**config.mk**
```make
export PLATFORM = sky130hd
export DESIGN_NAME = ex_top
export DESIGN_NICKNAME = d
export VERILOG_FILES = /design/src/hw/ex_pkg.sv /design/src/hw/ex_alu.sv /design/src/hw/ex_branch_unit.sv /design/src/hw/ex_mem_agu.sv /design/src/hw/ex_decode.sv /design/src/hw/ex_execute.sv /design/src/hw/ex_top.sv
export SDC_FILE = /design/constraint.sdc
export NUM_CORES = 2
export LEC_CHECK = 0
export BUFFER_PORTS_ARGS = -buffer_cell sky130_fd_sc_hd__buf_4
export CAP_MARGIN = 15
export CORE_MARGIN = 3
export CORE_UTILIZATION = 61
export CTS_CLUSTER_SIZE = 40
export DETAILED_ROUTE_END_ITERATION = 12
export HOLD_SLACK_MARGIN = 0.06
export PLACE_DENSITY = 0.83
export SYNTH_ARGS = -nofsm -noshare
export SYNTH_HDL_FRONTEND = slang
export SYNTH_HIERARCHICAL = 1
export SYNTH_SLANG_ARGS = --single-unit
```
**constraint.sdc**
```tcl
create_clock -name clk -period 8.3 [get_ports clk]
set_clock_uncertainty 0.1 [all_clocks]
set_input_delay 0 -clock clk [delete_from_list [all_inputs] [get_ports clk]]
set_output_delay 0 -clock clk [all_outputs]
set_load 0.05 [all_outputs]
```
**src/hw/ex_pkg.sv**
```systemverilog
// ~~~~~~~~~~~~~~~~~~~~~~~~~~~~~~~~~~~~~~~~~~~~~~~~~~~~~~~~~~~
// execute stage package: widths, opcode and funct codes,
// alu and unit selectors, instruction word formats
// ~~~~~~~~~~~~~~~~~~~~~~~~~~~~~~~~~~~~~~~~~~~~~~~~~~~~~~~~~~~
`default_nettype none

package ex_pkg;

    localparam int XLEN     = 64;
    localparam int WLEN     = 32;
    localparam int ILEN     = 32;
    localparam int SHAMT_W  = 6;
    localparam int SHAMTW_W = 5;

    // major opcodes
    localparam logic [6:0] OPC_OP        = 7'b0110011;
    localparam logic [6:0] OPC_OP_IMM    = 7'b0010011;
    localparam logic [6:0] OPC_OP_32     = 7'b0111011;
    localparam logic [6:0] OPC_OP_IMM_32 = 7'b0011011;
    localparam logic [6:0] OPC_LOAD      = 7'b0000011;
    localparam logic [6:0] OPC_STORE     = 7'b0100011;
    localparam logic [6:0] OPC_BRANCH    = 7'b1100011;

    localparam logic [6:0] F7_BASE = 7'b0000000;
    localparam logic [6:0] F7_ALT  = 7'b0100000; // sub / sra

    localparam logic [2:0] F3_ADD  = 3'b000;
    localparam logic [2:0] F3_SLL  = 3'b001;
    localparam logic [2:0] F3_SLT  = 3'b010;
    localparam logic [2:0] F3_SLTU = 3'b011;
    localparam logic [2:0] F3_XOR  = 3'b100;
    localparam logic [2:0] F3_SR   = 3'b101;
    localparam logic [2:0] F3_OR   = 3'b110;
    localparam logic [2:0] F3_AND  = 3'b111;

    localparam logic [2:0] F3_BEQ  = 3'b000;
    localparam logic [2:0] F3_BNE  = 3'b001;
    localparam logic [2:0] F3_BLT  = 3'b100;
    localparam logic [2:0] F3_BGE  = 3'b101;
    localparam logic [2:0] F3_BLTU = 3'b110;
    localparam logic [2:0] F3_BGEU = 3'b111;

    localparam logic [2:0] F3_SB = 3'b000;
    localparam logic [2:0] F3_SH = 3'b001;
    localparam logic [2:0] F3_SW = 3'b010;
    localparam logic [2:0] F3_SD = 3'b011;
    localparam logic [2:0] F3_LD_RSVD = 3'b111; // no such load in rv64i

    typedef enum logic [3:0] {
        ALU_ADD, ALU_SUB, ALU_SLL, ALU_SLT, ALU_SLTU, ALU_XOR,
        ALU_SRL, ALU_SRA, ALU_OR, ALU_AND, ALU_NONE
    } alu_op_e;

    typedef enum logic [2:0] {
        UNIT_ALU, UNIT_LOAD, UNIT_STORE, UNIT_BRANCH, UNIT_NONE
    } unit_e;

    typedef struct packed {
        logic [6:0] funct7;
        logic [4:0] rs2;
        logic [4:0] rs1;
        logic [2:0] funct3;
        logic [4:0] rd;
        logic [6:0] opcode;
    } inst_r_t;

    typedef struct packed {
        logic [11:0] imm;
        logic [4:0]  rs1;
        logic [2:0]  funct3;
        logic [4:0]  rd;
        logic [6:0]  opcode;
    } inst_i_t;

    typedef struct packed {
        logic [6:0] imm_hi; // imm[11:5]
        logic [4:0] rs2;
        logic [4:0] rs1;
        logic [2:0] funct3;
        logic [4:0] imm_lo; // imm[4:0]
        logic [6:0] opcode;
    } inst_s_t;

    typedef struct packed {
        logic       imm12;
        logic [5:0] imm10_5;
        logic [4:0] rs2;
        logic [4:0] rs1;
        logic [2:0] funct3;
        logic [3:0] imm4_1;
        logic       imm11;
        logic [6:0] opcode;
    } inst_b_t;

    typedef union packed {
        inst_r_t r;
        inst_i_t i;
        inst_s_t s;
        inst_b_t b;
    } inst_u;

endpackage

`default_nettype wire

```
**src/hw/ex_alu.sv**
```systemverilog
// ~~~~~~~~~~~~~~~~~~~~~~~~~~~~~~~~~~~~~~~~~~~~~~~~~~~~~~~~~~~
// integer alu, 64-bit ops and sign-extended 32-bit word ops
// ~~~~~~~~~~~~~~~~~~~~~~~~~~~~~~~~~~~~~~~~~~~~~~~~~~~~~~~~~~~
`timescale 1ns/1ps
`default_nettype none

module ex_alu (
    input  ex_pkg::alu_op_e          op_i,
    input  logic                     word_i,
    input  logic [ex_pkg::XLEN-1:0]  a_i,
    input  logic [ex_pkg::XLEN-1:0]  b_i,
    output logic [ex_pkg::XLEN-1:0]  result_o
);
    import ex_pkg::*;

    logic [XLEN-1:0]     res64;
    logic [WLEN-1:0]     res32;
    logic [SHAMT_W-1:0]  shamt;
    logic [SHAMTW_W-1:0] shamt_w;
    logic [WLEN-1:0]     a32;
    logic [WLEN-1:0]     b32;

    assign shamt   = b_i[SHAMT_W-1:0];
    assign shamt_w = b_i[SHAMTW_W-1:0];
    assign a32     = a_i[WLEN-1:0];
    assign b32     = b_i[WLEN-1:0];

    always_comb begin
        case (op_i)
            ALU_ADD:  res64 = a_i + b_i;
            ALU_SUB:  res64 = a_i - b_i;
            ALU_SLL:  res64 = a_i << shamt;
            ALU_SLT:  res64 = {{(XLEN-1){1'b0}}, $signed(a_i) < $signed(b_i)};
            ALU_SLTU: res64 = {{(XLEN-1){1'b0}}, a_i < b_i};
            ALU_XOR:  res64 = a_i ^ b_i;
            ALU_SRL:  res64 = a_i >> shamt;
            ALU_SRA:  res64 = $unsigned($signed(a_i) >>> shamt);
            ALU_OR:   res64 = a_i | b_i;
            ALU_AND:  res64 = a_i & b_i;
            default:  res64 = '0;
        endcase
    end

    // word forms, shift amount from 5 bits
    always_comb begin
        case (op_i)
            ALU_ADD: res32 = a32 + b32;
            ALU_SUB: res32 = a32 - b32;
            ALU_SLL: res32 = a32 << shamt_w;
            ALU_SRL: res32 = a32 >> shamt_w;
            ALU_SRA: res32 = $unsigned($signed(a32) >>> shamt_w);
            default: res32 = res64[WLEN-1:0];
        endcase
    end

    assign result_o = word_i ? {{(XLEN-WLEN){res32[WLEN-1]}}, res32} : res64;

endmodule

`default_nettype wire

```
**src/hw/ex_branch_unit.sv**
```systemverilog
// ~~~~~~~~~~~~~~~~~~~~~~~~~~~~~~~~~~~~~~~~~~~~~~~~~~~~~~~~~~~
// conditional branch compare and target address
// ~~~~~~~~~~~~~~~~~~~~~~~~~~~~~~~~~~~~~~~~~~~~~~~~~~~~~~~~~~~
`timescale 1ns/1ps
`default_nettype none

module ex_branch_unit (
    input  logic [2:0]               funct3_i,
    input  logic [ex_pkg::XLEN-1:0]  a_i,
    input  logic [ex_pkg::XLEN-1:0]  b_i,
    input  logic [ex_pkg::XLEN-1:0]  pc_i,
    input  logic [ex_pkg::XLEN-1:0]  offset_i,
    output logic                     taken_o,
    output logic [ex_pkg::XLEN-1:0]  target_o
);
    import ex_pkg::*;

    logic cond;
    logic legal;

    always_comb begin
        legal = 1'b1;
        case (funct3_i)
            F3_BEQ, F3_BNE:   cond = (a_i == b_i);
            F3_BLT, F3_BGE:   cond = $signed(a_i) < $signed(b_i);
            F3_BLTU, F3_BGEU: cond = a_i < b_i;
            default: begin
                cond  = 1'b0;
                legal = 1'b0;
            end
        endcase
    end

    assign taken_o  = legal & (cond ^ funct3_i[0]); // odd funct3 inverts
    assign target_o = taken_o ? pc_i + offset_i : '0;

endmodule

`default_nettype wire

```
**src/hw/ex_mem_agu.sv**
```systemverilog
// ~~~~~~~~~~~~~~~~~~~~~~~~~~~~~~~~~~~~~~~~~~~~~~~~~~~~~~~~~~~
// load/store address and store data formatting
// ~~~~~~~~~~~~~~~~~~~~~~~~~~~~~~~~~~~~~~~~~~~~~~~~~~~~~~~~~~~
`timescale 1ns/1ps
`default_nettype none

module ex_mem_agu (
    input  logic [ex_pkg::XLEN-1:0]  base_i,
    input  logic [ex_pkg::XLEN-1:0]  offset_i,
    input  logic [2:0]               funct3_i,
    input  logic [ex_pkg::XLEN-1:0]  store_data_i,
    output logic [ex_pkg::XLEN-1:0]  addr_o,
    output logic [ex_pkg::XLEN-1:0]  wdata_o
);
    import ex_pkg::*;

    assign addr_o = base_i + offset_i;

    // zero-extend by store size
    always_comb begin
        case (funct3_i)
            F3_SB:   wdata_o = {{(XLEN-8){1'b0}}, store_data_i[7:0]};
            F3_SH:   wdata_o = {{(XLEN-16){1'b0}}, store_data_i[15:0]};
            F3_SW:   wdata_o = {{(XLEN-32){1'b0}}, store_data_i[31:0]};
            F3_SD:   wdata_o = store_data_i;
            default: wdata_o = store_data_i; // not a store size
        endcase
    end

endmodule

`default_nettype wire

```
**src/hw/ex_decode.sv**
```systemverilog
// ~~~~~~~~~~~~~~~~~~~~~~~~~~~~~~~~~~~~~~~~~~~~~~~~~~~~~~~~~~~
// decode stage: unit and alu op select, offsets, operand
// registers for the execute stage
// ~~~~~~~~~~~~~~~~~~~~~~~~~~~~~~~~~~~~~~~~~~~~~~~~~~~~~~~~~~~
`timescale 1ns/1ps
`default_nettype none

module ex_decode (
    input  logic                     clk,
    input  logic                     reset_i,
    input  logic                     valid_i,
    input  logic [ex_pkg::ILEN-1:0]  inst_i,
    input  logic [ex_pkg::XLEN-1:0]  pc_i,
    input  logic [ex_pkg::XLEN-1:0]  op1_i,
    input  logic [ex_pkg::XLEN-1:0]  op2_i,
    input  logic [ex_pkg::XLEN-1:0]  rs2_data_i,
    output logic                     d_valid_o,
    output ex_pkg::unit_e            d_unit_o,
    output ex_pkg::alu_op_e          d_alu_op_o,
    output logic                     d_word_o,
    output logic [2:0]               d_funct3_o,
    output logic [4:0]               d_rd_o,
    output logic [ex_pkg::XLEN-1:0]  d_op1_o,
    output logic [ex_pkg::XLEN-1:0]  d_op2_o,
    output logic [ex_pkg::XLEN-1:0]  d_store_data_o,
    output logic [ex_pkg::XLEN-1:0]  d_pc_o,
    output logic [ex_pkg::XLEN-1:0]  d_offset_o
);
    import ex_pkg::*;

    inst_u           inst;
    logic [2:0]      f3;
    logic            f7_ok;
    logic            shift_imm;
    unit_e           unit;
    alu_op_e         alu_op;
    logic            word;
    logic [XLEN-1:0] op2;
    logic [XLEN-1:0] offset;

    // funct3 plus bit 30 to alu op, word forms only have add/sub/shifts
    function automatic alu_op_e map_op(input logic [2:0] fn3, input logic alt,
                                       input logic w);
        case (fn3)
            F3_ADD:  return alt ? ALU_SUB : ALU_ADD;
            F3_SLL:  return alt ? ALU_NONE : ALU_SLL;
            F3_SR:   return alt ? ALU_SRA : ALU_SRL;
            F3_SLT:  return (alt || w) ? ALU_NONE : ALU_SLT;
            F3_SLTU: return (alt || w) ? ALU_NONE : ALU_SLTU;
            F3_XOR:  return (alt || w) ? ALU_NONE : ALU_XOR;
            F3_OR:   return (alt || w) ? ALU_NONE : ALU_OR;
            default: return (alt || w) ? ALU_NONE : ALU_AND;
        endcase
    endfunction

    assign inst      = inst_i;
    assign f3        = inst.r.funct3;
    assign f7_ok     = (inst.r.funct7 == F7_BASE) || (inst.r.funct7 == F7_ALT);
    assign shift_imm = (f3 == F3_SLL) || (f3 == F3_SR);

    always_comb begin
        unit   = UNIT_NONE;
        alu_op = ALU_NONE;
        word   = 1'b0;
        op2    = op2_i;
        case (inst.r.opcode)
            OPC_OP, OPC_OP_32: begin
                word   = (inst.r.opcode == OPC_OP_32);
                alu_op = f7_ok ? map_op(f3, inst_i[30], word) : ALU_NONE;
            end
            OPC_OP_IMM: begin
                if (shift_imm) begin // rv64 shamt is 6 bits, funct6 above it
                    op2 = {{(XLEN-SHAMT_W){1'b0}}, inst.i.imm[SHAMT_W-1:0]};
                    if (inst.i.imm[11:6] == F7_BASE[6:1] || inst.i.imm[11:6] == F7_ALT[6:1])
                        alu_op = map_op(f3, inst_i[30], 1'b0);
                end else begin
                    alu_op = map_op(f3, 1'b0, 1'b0);
                end
            end
            OPC_OP_IMM_32: begin
                word = 1'b1;
                if (shift_imm) begin
                    op2    = {{(XLEN-SHAMTW_W){1'b0}}, inst.i.imm[SHAMTW_W-1:0]};
                    alu_op = f7_ok ? map_op(f3, inst_i[30], 1'b1) : ALU_NONE;
                end else begin
                    alu_op = map_op(f3, 1'b0, 1'b1); // only addiw survives
                end
            end
            OPC_LOAD:   unit = (f3 != F3_LD_RSVD) ? UNIT_LOAD : UNIT_NONE;
            OPC_STORE:  unit = (f3[2] == 1'b0) ? UNIT_STORE : UNIT_NONE;
            OPC_BRANCH: unit = (f3[2:1] != 2'b01) ? UNIT_BRANCH : UNIT_NONE;
            default:    unit = UNIT_NONE;
        endcase
        if (alu_op != ALU_NONE)
            unit = UNIT_ALU;
    end

    // s or b immediate, b keeps the implied zero lsb
    assign offset = (inst.r.opcode == OPC_BRANCH) ?
        {{(XLEN-12){inst.b.imm12}}, inst.b.imm11, inst.b.imm10_5, inst.b.imm4_1, 1'b0} :
        {{(XLEN-12){inst.s.imm_hi[6]}}, inst.s.imm_hi, inst.s.imm_lo};

    always_ff @(posedge clk) begin
        if (reset_i)
            d_valid_o <= 1'b0;
        else
            d_valid_o <= valid_i;
    end

    always_ff @(posedge clk) begin
        d_unit_o       <= unit;
        d_alu_op_o     <= alu_op;
        d_word_o       <= word;
        d_funct3_o     <= f3;
        d_rd_o         <= inst.r.rd;
        d_op1_o        <= op1_i;
        d_op2_o        <= op2;
        d_store_data_o <= rs2_data_i;
        d_pc_o         <= pc_i;
        d_offset_o     <= offset;
    end

endmodule

`default_nettype wire

```
**src/hw/ex_execute.sv**
```systemverilog
// ~~~~~~~~~~~~~~~~~~~~~~~~~~~~~~~~~~~~~~~~~~~~~~~~~~~~~~~~~~~
// execute stage: alu, branch unit, agu, result registers
// ~~~~~~~~~~~~~~~~~~~~~~~~~~~~~~~~~~~~~~~~~~~~~~~~~~~~~~~~~~~
`timescale 1ns/1ps
`default_nettype none

module ex_execute (
    input  logic                     clk,
    input  logic                     reset_i,
    input  logic                     d_valid_i,
    input  ex_pkg::unit_e            d_unit_i,
    input  ex_pkg::alu_op_e          d_alu_op_i,
    input  logic                     d_word_i,
    input  logic [2:0]               d_funct3_i,
    input  logic [4:0]               d_rd_i,
    input  logic [ex_pkg::XLEN-1:0]  d_op1_i,
    input  logic [ex_pkg::XLEN-1:0]  d_op2_i,
    input  logic [ex_pkg::XLEN-1:0]  d_store_data_i,
    input  logic [ex_pkg::XLEN-1:0]  d_pc_i,
    input  logic [ex_pkg::XLEN-1:0]  d_offset_i,
    output logic                     valid_o,
    output logic                     rd_we_o,
    output logic [4:0]               rd_addr_o,
    output logic [ex_pkg::XLEN-1:0]  rd_data_o,
    output logic                     mem_ce_o,
    output logic                     mem_we_o,
    output logic [ex_pkg::XLEN-1:0]  mem_addr_o,
    output logic [ex_pkg::XLEN-1:0]  mem_wdata_o,
    output logic                     jump_o,
    output logic [ex_pkg::XLEN-1:0]  jump_addr_o
);
    import ex_pkg::*;

    logic [XLEN-1:0] alu_result;
    logic            taken;
    logic [XLEN-1:0] target;
    logic [XLEN-1:0] agu_offset;
    logic [XLEN-1:0] agu_addr;
    logic [XLEN-1:0] agu_wdata;

    ex_alu u_alu (
        .op_i     (d_alu_op_i),
        .word_i   (d_word_i),
        .a_i      (d_op1_i),
        .b_i      (d_op2_i),
        .result_o (alu_result)
    );

    ex_branch_unit u_branch (
        .funct3_i (d_funct3_i),
        .a_i      (d_op1_i),
        .b_i      (d_op2_i),
        .pc_i     (d_pc_i),
        .offset_i (d_offset_i),
        .taken_o  (taken),
        .target_o (target)
    );

    // loads carry the i immediate in op2
    assign agu_offset = (d_unit_i == UNIT_LOAD) ? d_op2_i : d_offset_i;

    ex_mem_agu u_agu (
        .base_i       (d_op1_i),
        .offset_i     (agu_offset),
        .funct3_i     (d_funct3_i),
        .store_data_i (d_store_data_i),
        .addr_o       (agu_addr),
        .wdata_o      (agu_wdata)
    );

    always_ff @(posedge clk) begin
        if (reset_i) begin
            valid_o  <= 1'b0;
            rd_we_o  <= 1'b0;
            mem_ce_o <= 1'b0;
            mem_we_o <= 1'b0;
            jump_o   <= 1'b0;
        end else begin
            valid_o  <= d_valid_i;
            rd_we_o  <= d_valid_i && (d_unit_i == UNIT_ALU || d_unit_i == UNIT_LOAD);
            mem_ce_o <= d_valid_i && (d_unit_i == UNIT_LOAD || d_unit_i == UNIT_STORE);
            mem_we_o <= d_valid_i && (d_unit_i == UNIT_STORE);
            jump_o   <= d_valid_i && (d_unit_i == UNIT_BRANCH) && taken;
        end
    end

    always_ff @(posedge clk) begin
        rd_addr_o   <= d_rd_i;
        rd_data_o   <= (d_unit_i == UNIT_ALU) ? alu_result : '0; // loads return 0 here
        mem_addr_o  <= agu_addr;
        mem_wdata_o <= agu_wdata;
        jump_addr_o <= (d_unit_i == UNIT_BRANCH) ? target : '0;
    end

endmodule

`default_nettype wire

```
**src/hw/ex_top.sv**
```systemverilog
// ~~~~~~~~~~~~~~~~~~~~~~~~~~~~~~~~~~~~~~~~~~~~~~~~~~~~~~~~~~~
// execute top: decode stage feeding execute stage
// ~~~~~~~~~~~~~~~~~~~~~~~~~~~~~~~~~~~~~~~~~~~~~~~~~~~~~~~~~~~
`timescale 1ns/1ps
`default_nettype none

module ex_top (
    input  logic                     clk,
    input  logic                     reset_i,
    input  logic                     valid_i,
    input  logic [ex_pkg::ILEN-1:0]  inst_i,
    input  logic [ex_pkg::XLEN-1:0]  pc_i,
    input  logic [ex_pkg::XLEN-1:0]  op1_i,
    input  logic [ex_pkg::XLEN-1:0]  op2_i,       // rs2 or i immediate
    input  logic [ex_pkg::XLEN-1:0]  rs2_data_i,
    output logic                     valid_o,
    output logic                     rd_we_o,
    output logic [4:0]               rd_addr_o,
    output logic [ex_pkg::XLEN-1:0]  rd_data_o,
    output logic                     mem_ce_o,
    output logic                     mem_we_o,
    output logic [ex_pkg::XLEN-1:0]  mem_addr_o,
    output logic [ex_pkg::XLEN-1:0]  mem_wdata_o,
    output logic                     jump_o,
    output logic [ex_pkg::XLEN-1:0]  jump_addr_o
);
    import ex_pkg::*;

    logic            d_valid;
    unit_e           d_unit;
    alu_op_e         d_alu_op;
    logic            d_word;
    logic [2:0]      d_funct3;
    logic [4:0]      d_rd;
    logic [XLEN-1:0] d_op1;
    logic [XLEN-1:0] d_op2;
    logic [XLEN-1:0] d_store_data;
    logic [XLEN-1:0] d_pc;
    logic [XLEN-1:0] d_offset;

    ex_decode u_decode (
        .clk            (clk),
        .reset_i        (reset_i),
        .valid_i        (valid_i),
        .inst_i         (inst_i),
        .pc_i           (pc_i),
        .op1_i          (op1_i),
        .op2_i          (op2_i),
        .rs2_data_i     (rs2_data_i),
        .d_valid_o      (d_valid),
        .d_unit_o       (d_unit),
        .d_alu_op_o     (d_alu_op),
        .d_word_o       (d_word),
        .d_funct3_o     (d_funct3),
        .d_rd_o         (d_rd),
        .d_op1_o        (d_op1),
        .d_op2_o        (d_op2),
        .d_store_data_o (d_store_data),
        .d_pc_o         (d_pc),
        .d_offset_o     (d_offset)
    );

    ex_execute u_execute (
        .clk            (clk),
        .reset_i        (reset_i),
        .d_valid_i      (d_valid),
        .d_unit_i       (d_unit),
        .d_alu_op_i     (d_alu_op),
        .d_word_i       (d_word),
        .d_funct3_i     (d_funct3),
        .d_rd_i         (d_rd),
        .d_op1_i        (d_op1),
        .d_op2_i        (d_op2),
        .d_store_data_i (d_store_data),
        .d_pc_i         (d_pc),
        .d_offset_i     (d_offset),
        .valid_o        (valid_o),
        .rd_we_o        (rd_we_o),
        .rd_addr_o      (rd_addr_o),
        .rd_data_o      (rd_data_o),
        .mem_ce_o       (mem_ce_o),
        .mem_we_o       (mem_we_o),
        .mem_addr_o     (mem_addr_o),
        .mem_wdata_o    (mem_wdata_o),
        .jump_o         (jump_o),
        .jump_addr_o    (jump_addr_o)
    );

endmodule

`default_nettype wire

```
==> metrics.md, run 1 <==
| Metric | Value |
|---|---|
| Status | aborted with a tool error |
| Fail Step | global routing |
| First Err | [ERROR GRT-0116] Global routing finished with congestion. Check the congestion regions in the DRC Viewer. |
| Hold Buf Count CTS | 562 |
| Syn_nets | 6749 |
| Vias in the first global route | 67200 |
| Total GRT Usage | 82.1% |
| Mapped Avg Cell Area | 7.87 um^2 |
| Largest net degree at the start of global routing | 163 |
| CTS Sinks | 548 |
| Floorplan row count | 101 |
| Post-synthesis sequential area ratio | 23.1% |
| I/O Buffers | 551 |
| Inserted Clock Buffers | 57 |
| GPL Wtd Cong | 1.17 |
| Seq cells post-synth | 548 |
| Postcts setup bufs | 0 |
| Synth top cells by count | nor2_1 (574), a21oi_1 (555), dfxtp_1 (548) |
| First-pass GRT wire length | 500000 um |
| CTS max path bufs | 3 |
| Most used flip-flop cell after synthesis | dfxtp_1 |
| Post-synthesis cell area | 0.0475 mm^2 |
| HPWL Detailed | 166000 um |
| Syn. warnings | 6 |
| Top cells by area, synth | dfxtp_1 (23%), ha_1 (11%), a21oi_1 (5.8%), nor2_1 (4.5%), mux4_2 (4.4%) |
| Synth top area share | 23.1% |
| Resize count post-CTS | 0 |
| Synthesized instance count | 6039 |
| Root Driver | clkbuf_16 |
| DIE HEIGHT | 285 um |
| Global route total overflow | 388 |
| Boundary pin count | 557 |
| H-tree levels | 2 |
| Ys async rst share | 0% |
| Die width | 285 um |
| Dominant cell type by area after synthesis | dfxtp_1 |
| Post-synth EDFFs | 0 |
| Most frequent cell after synthesis | nor2_1 |
| Post-synth cell types | 131 |
| Initial Utilization | 62.1% |
==> metrics by stage <==
| step | utilization (%) | hold WS, ns | cells | cell area (um^2) | setup slack [ns] |
|---|---|---|---|---|---|
| floorplan | - | -0.0723 | 6039 | 47500 | 2.58 |
| global placement | 67.5 | 0.00426 | 7301 | 51700 | 2.18 |
| detailed placement | 67.5 | 0.00544 | 7301 | 51700 | 2.06 |
| CTS | 77.5 | 0.0660 | 7967 | 59400 | 2.06 |
==> cell families after synthesis <==
family | share of synthesized area [%]
compound gates | 25.6
xor+xnor | 3.81
fa+ha+maj | 11.1
buf+inv | 7.12
flops | 23.1
mux | 9.80
simple gates | 19.4
==> routing by layer <==
layer	global-route usage, %	overflow
met5	49.5	3
met4	78.5	133
met3	72.3	52
met2	94.9	167
met1	81.9	33
==> inputs of run 2 (changes only) <==
- CORE_UTILIZATION: 61 -> 40
- CTS_CLUSTER_SIZE: 40 -> not set
- HOLD_SLACK_MARGIN: 0.06 -> not set
- PLACE_DENSITY: 0.83 -> not set
- PLACE_DENSITY_LB_ADDON: not set -> 0.15
==> run 2 against run 1 <==
Against the previous run:
- the run now ends clean
- synthesized cell count is the same
- area after synthesis unchanged
==> metrics.md, run 2 <==
| Metric | Value |
|---|---|
| Tmin final | 6.54 ns |
| Worst path slowest cell | nor4_1 |
| Net Sw Power | 3.57 mW |
| Top Layer Used | met5 |
| Initial DRC Count | 6271 |
| CP max stage delay | 1.00 ns |
| WL met1 | 92700 um |
| Nets | 7604 |
| Crit. Startpoint | u_decode/d_op2_o[10] |
| Initial antenna violation count | 20 |
| Floorplan row count | 125 (was 101) |
| Status | finished, final reports clean (was aborted with a tool error) |
| R2R Setup Slk | 1.76 ns |
| Kind of end point of the critical path | register |
| Boundary pin count | 557 (unchanged) |
| Sequential Power Share | 31.8% |
| Hold Crit Depth | 2 |
| Synth top area share | 23.1% (unchanged) |
| Hold Buf Count CTS | 544 (was 562) |
| Upper clock frequency limit | 153 MHz |
| Comb power frac | 36.2% |
| Max-cap violations | 0 |
| H-tree levels | 3 (was 2) |
| Mapped Avg Cell Area | 7.87 um^2 (unchanged) |
| First-pass GRT wire length | 339000 um |
| Vias in the first global route | 50300 |
| Total GRT Usage | 36.9% |
| Int Pwr | 5.75 mW |
| CP most frequent cell | nor2_1 |
| Most common cell after layout, fill and taps aside | buf_4 |
| Routed WL per cell | 27.9 um |
| Worst hold path class | in -> reg |
| Drt total wl | 236000 um |
| Top cells by area, synth | dfxtp_1 (23%), ha_1 (11%), a21oi_1 (5.8%), nor2_1 (4.5%), mux4_2 (4.4%) (unchanged) |
| # DRC | 0 |
| Die width | 351 um (was 285 um) |
| Postcts setup bufs | 0 (unchanged) |
| Resize count post-CTS | 0 (unchanged) |
| Final Hold Violating Endpoints | 0 |
| Required time worst endpoint | 8.80 ns |
| Critical path fanouts, max | 29 |
| Reg2Reg Depth | 20 |
| PD cells | 155 mW/mm^2 |
| Fin Setup TNS | 0 ns |
| Worst vdd ir | 0.000149 V |
| HP Start | inst_i[12] |
| Post-DR vias/cell | 6.20 |
| P&R area growth vs syn | 26.3% |
| Switching part of the total | 38.3% |
| Post-synthesis sequential area ratio | 23.1% (unchanged) |
| WL met2 | 105000 um |
| Most frequent cells in the layout | buf_4 (667), nor2_1 (573), a21oi_1 (554) |
| Rel. slew slack | 15.0% |
| Clock share of power | 32.1% |
| Die area | 0.123 mm^2 |
| Router iterations before antenna repair | 8 |
| Initial Utilization | 40.6% (was 62.1%) |
| Antenna Nets Post-Route | 0 |
| CP arrival | 7.04 ns |
| Crit path cell chain | nor4_1, nand2_1, nor2_1, inv_1, or3_1, nor2_1, nor2_1, xnor2_1, ha_1, o21ai_0, o21bai_1, a21o_1, a2111oi_0, a21oi_1, xnor2_1, a21oi_1, mux2i_1, nand3_2, a41oi_1, and2_1 |
| RSZ-0062 raised after global routing | no |
| Final setup vio count | 0 |
| I/O Buffers | 551 (unchanged) |
| Root Driver | clkbuf_16 (unchanged) |
| Core ar. | 0.117 mm^2 |
| Met3 routed WL | 24200 um |
| Clock transition at path regs | 0.06 ns |
| Seq cells post-synth | 548 (unchanged) |
| Largest net degree at the start of global routing | 138 |
| Most used flip-flop cell after synthesis | dfxtp_1 (unchanged) |
| CP startpoint kind | register |
| Post-synthesis cell area | 0.0475 mm^2 (unchanged) |
| HPWL Detailed | 178000 um (was 166000 um) |
| Fin util | 51.3% |
| Worst Hold Endpoint | u_decode/d_funct3_o[0] |
| R2R Path End | u_execute/rd_data_o[57] |
| Synth top cells by count | nor2_1 (574), a21oi_1 (555), dfxtp_1 (548) (unchanged) |
| Fraction of the cycle the final worst path needs | 78.9% |
| Ys async rst share | 0% (unchanged) |
| Pleak | 26.0 nW |
| Final Power | 9.32 mW |
| Most frequent cell after synthesis | nor2_1 (unchanged) |
| # fillers | 11100 |
| Pins over their slew limit | 0 |
| Global route total overflow | 0 |
| Setup CP Type | reg -> reg |
| Post-synth EDFFs | 0 (unchanged) |
| CTS tree | built |
| Worst skew pair latency | 0.69 ns |
| Syn. warnings | 6 (unchanged) |
| Slack of the critical path | 1.76 ns |
| Pre-CTS setup slack | 2.15 ns (was 2.06 ns) |
| Layout cells sized above 1 | 14.9% |
| Inserted Clock Buffers | 66 (was 57) |
| Syn_nets | 6749 (unchanged) |
| DIE HEIGHT | 351 um (was 285 um) |
| Worst-Margin Slew | 1.24 ns |
| Post-synth cell types | 131 (unchanged) |
| GPL Wtd Cong | 1.07 (was 1.17) |
| R2R Path Start | u_decode/d_op2_o[10] |
| Synthesized instance count | 6039 (unchanged) |
| CTS max path bufs | 3 (unchanged) |
| DR vias | 52500 |
| Dominant cell type by area after synthesis | dfxtp_1 (unchanged) |
| CTS Sinks | 548 (unchanged) |
-- run 2: layout make-up --
class                      count  area [um^2]  share of cell area (%)
antenna                        5         12.5                  0.0208
multi-input combinational   4744        33200                    55.3
sequential                   548        11000                    18.3
tap                         1524         1910                    3.18
clock inverter                32          389                   0.648
clock buffer                  85         1810                    3.02
inverter                     319         1200                    1.99
timing repair buffer        1215        10500                    17.5
-- run 2: power by group through the flow --
stage | logic (mW) | registers (mW) | clock network (mW)
after global routing | 3.57 | 2.97 | 3.16
after detailed placement | 3.04 | 3.01 | 0
after CTS | 3.26 | 2.95 | 3.04
after global placement | 3.05 | 3.01 | 0
final | 3.37 | 2.96 | 2.99
after floorplan | 1.75 | 3.28 | 0
-- run 2: through the flow --
stage	cell area, um^2	cells	hold WS (ns)
3_3_place_gp	52300	7803	0.00417
6_report	60000	8472	0.0221
2_1_floorplan	47500	6039	-0.0723
5_1_grt	60000	8469	0.0109
3_5_place_dp	52300	7803	0.00543
4_1_cts	60000	8464	0.00103
-- run 2: logic make-up (layout without fill, tap and decap cells) --
| group | after synthesis | after routing | share of synthesized area, % |
|---|---|---|---|
| compound gates | 1872 | 1872 | 25.6 |
| flops | 548 | 548 | 23.1 |
| buf+inv | 747 | 1651 | 7.12 |
| mux | 329 | 329 | 9.80 |
| other cells | 0 | 5 | 0 |
| xor+xnor | 207 | 207 | 3.81 |
| simple gates | 1917 | 1917 | 19.4 |
| fa+ha+maj | 419 | 419 | 11.1 |
-- run 2: worst max-delay path by stage --
stage	endpoint	slack [ns]
6_report	u_execute/rd_data_o[57]	1.76
3_3_place_gp	u_execute/rd_data_o[57]	2.09
5_1_grt	u_execute/rd_data_o[57]	1.66
2_1_floorplan	u_execute/rd_data_o[41]	2.58
4_1_cts	u_execute/rd_data_o[57]	2.09
3_5_place_dp	u_execute/rd_data_o[57]	2.15
-- run 2: layer usage --
| metal | track usage [%] | up-vias |
|---|---|---|
| li1 | - | 23500 |
| met1 | 46.3 | 25300 |
| met2 | 58.6 | 3019 |
| met3 | 9.07 | 622 |
| met4 | 19.3 | 8 |
| met5 | 0 | - |
-- run 2: critical path, delay by kind of cell (launching register included) --
kind | cells | cell delay (ns)
mux | 1 | 0.41
compound gates | 7 | 1.55
flops | 1 | 0.42
simple gates | 8 | 3.14
buf+inv | 1 | 0.12
xor+xnor | 2 | 0.32
fa+ha+maj | 1 | 0.39
(Power assumes the default switching activity.)
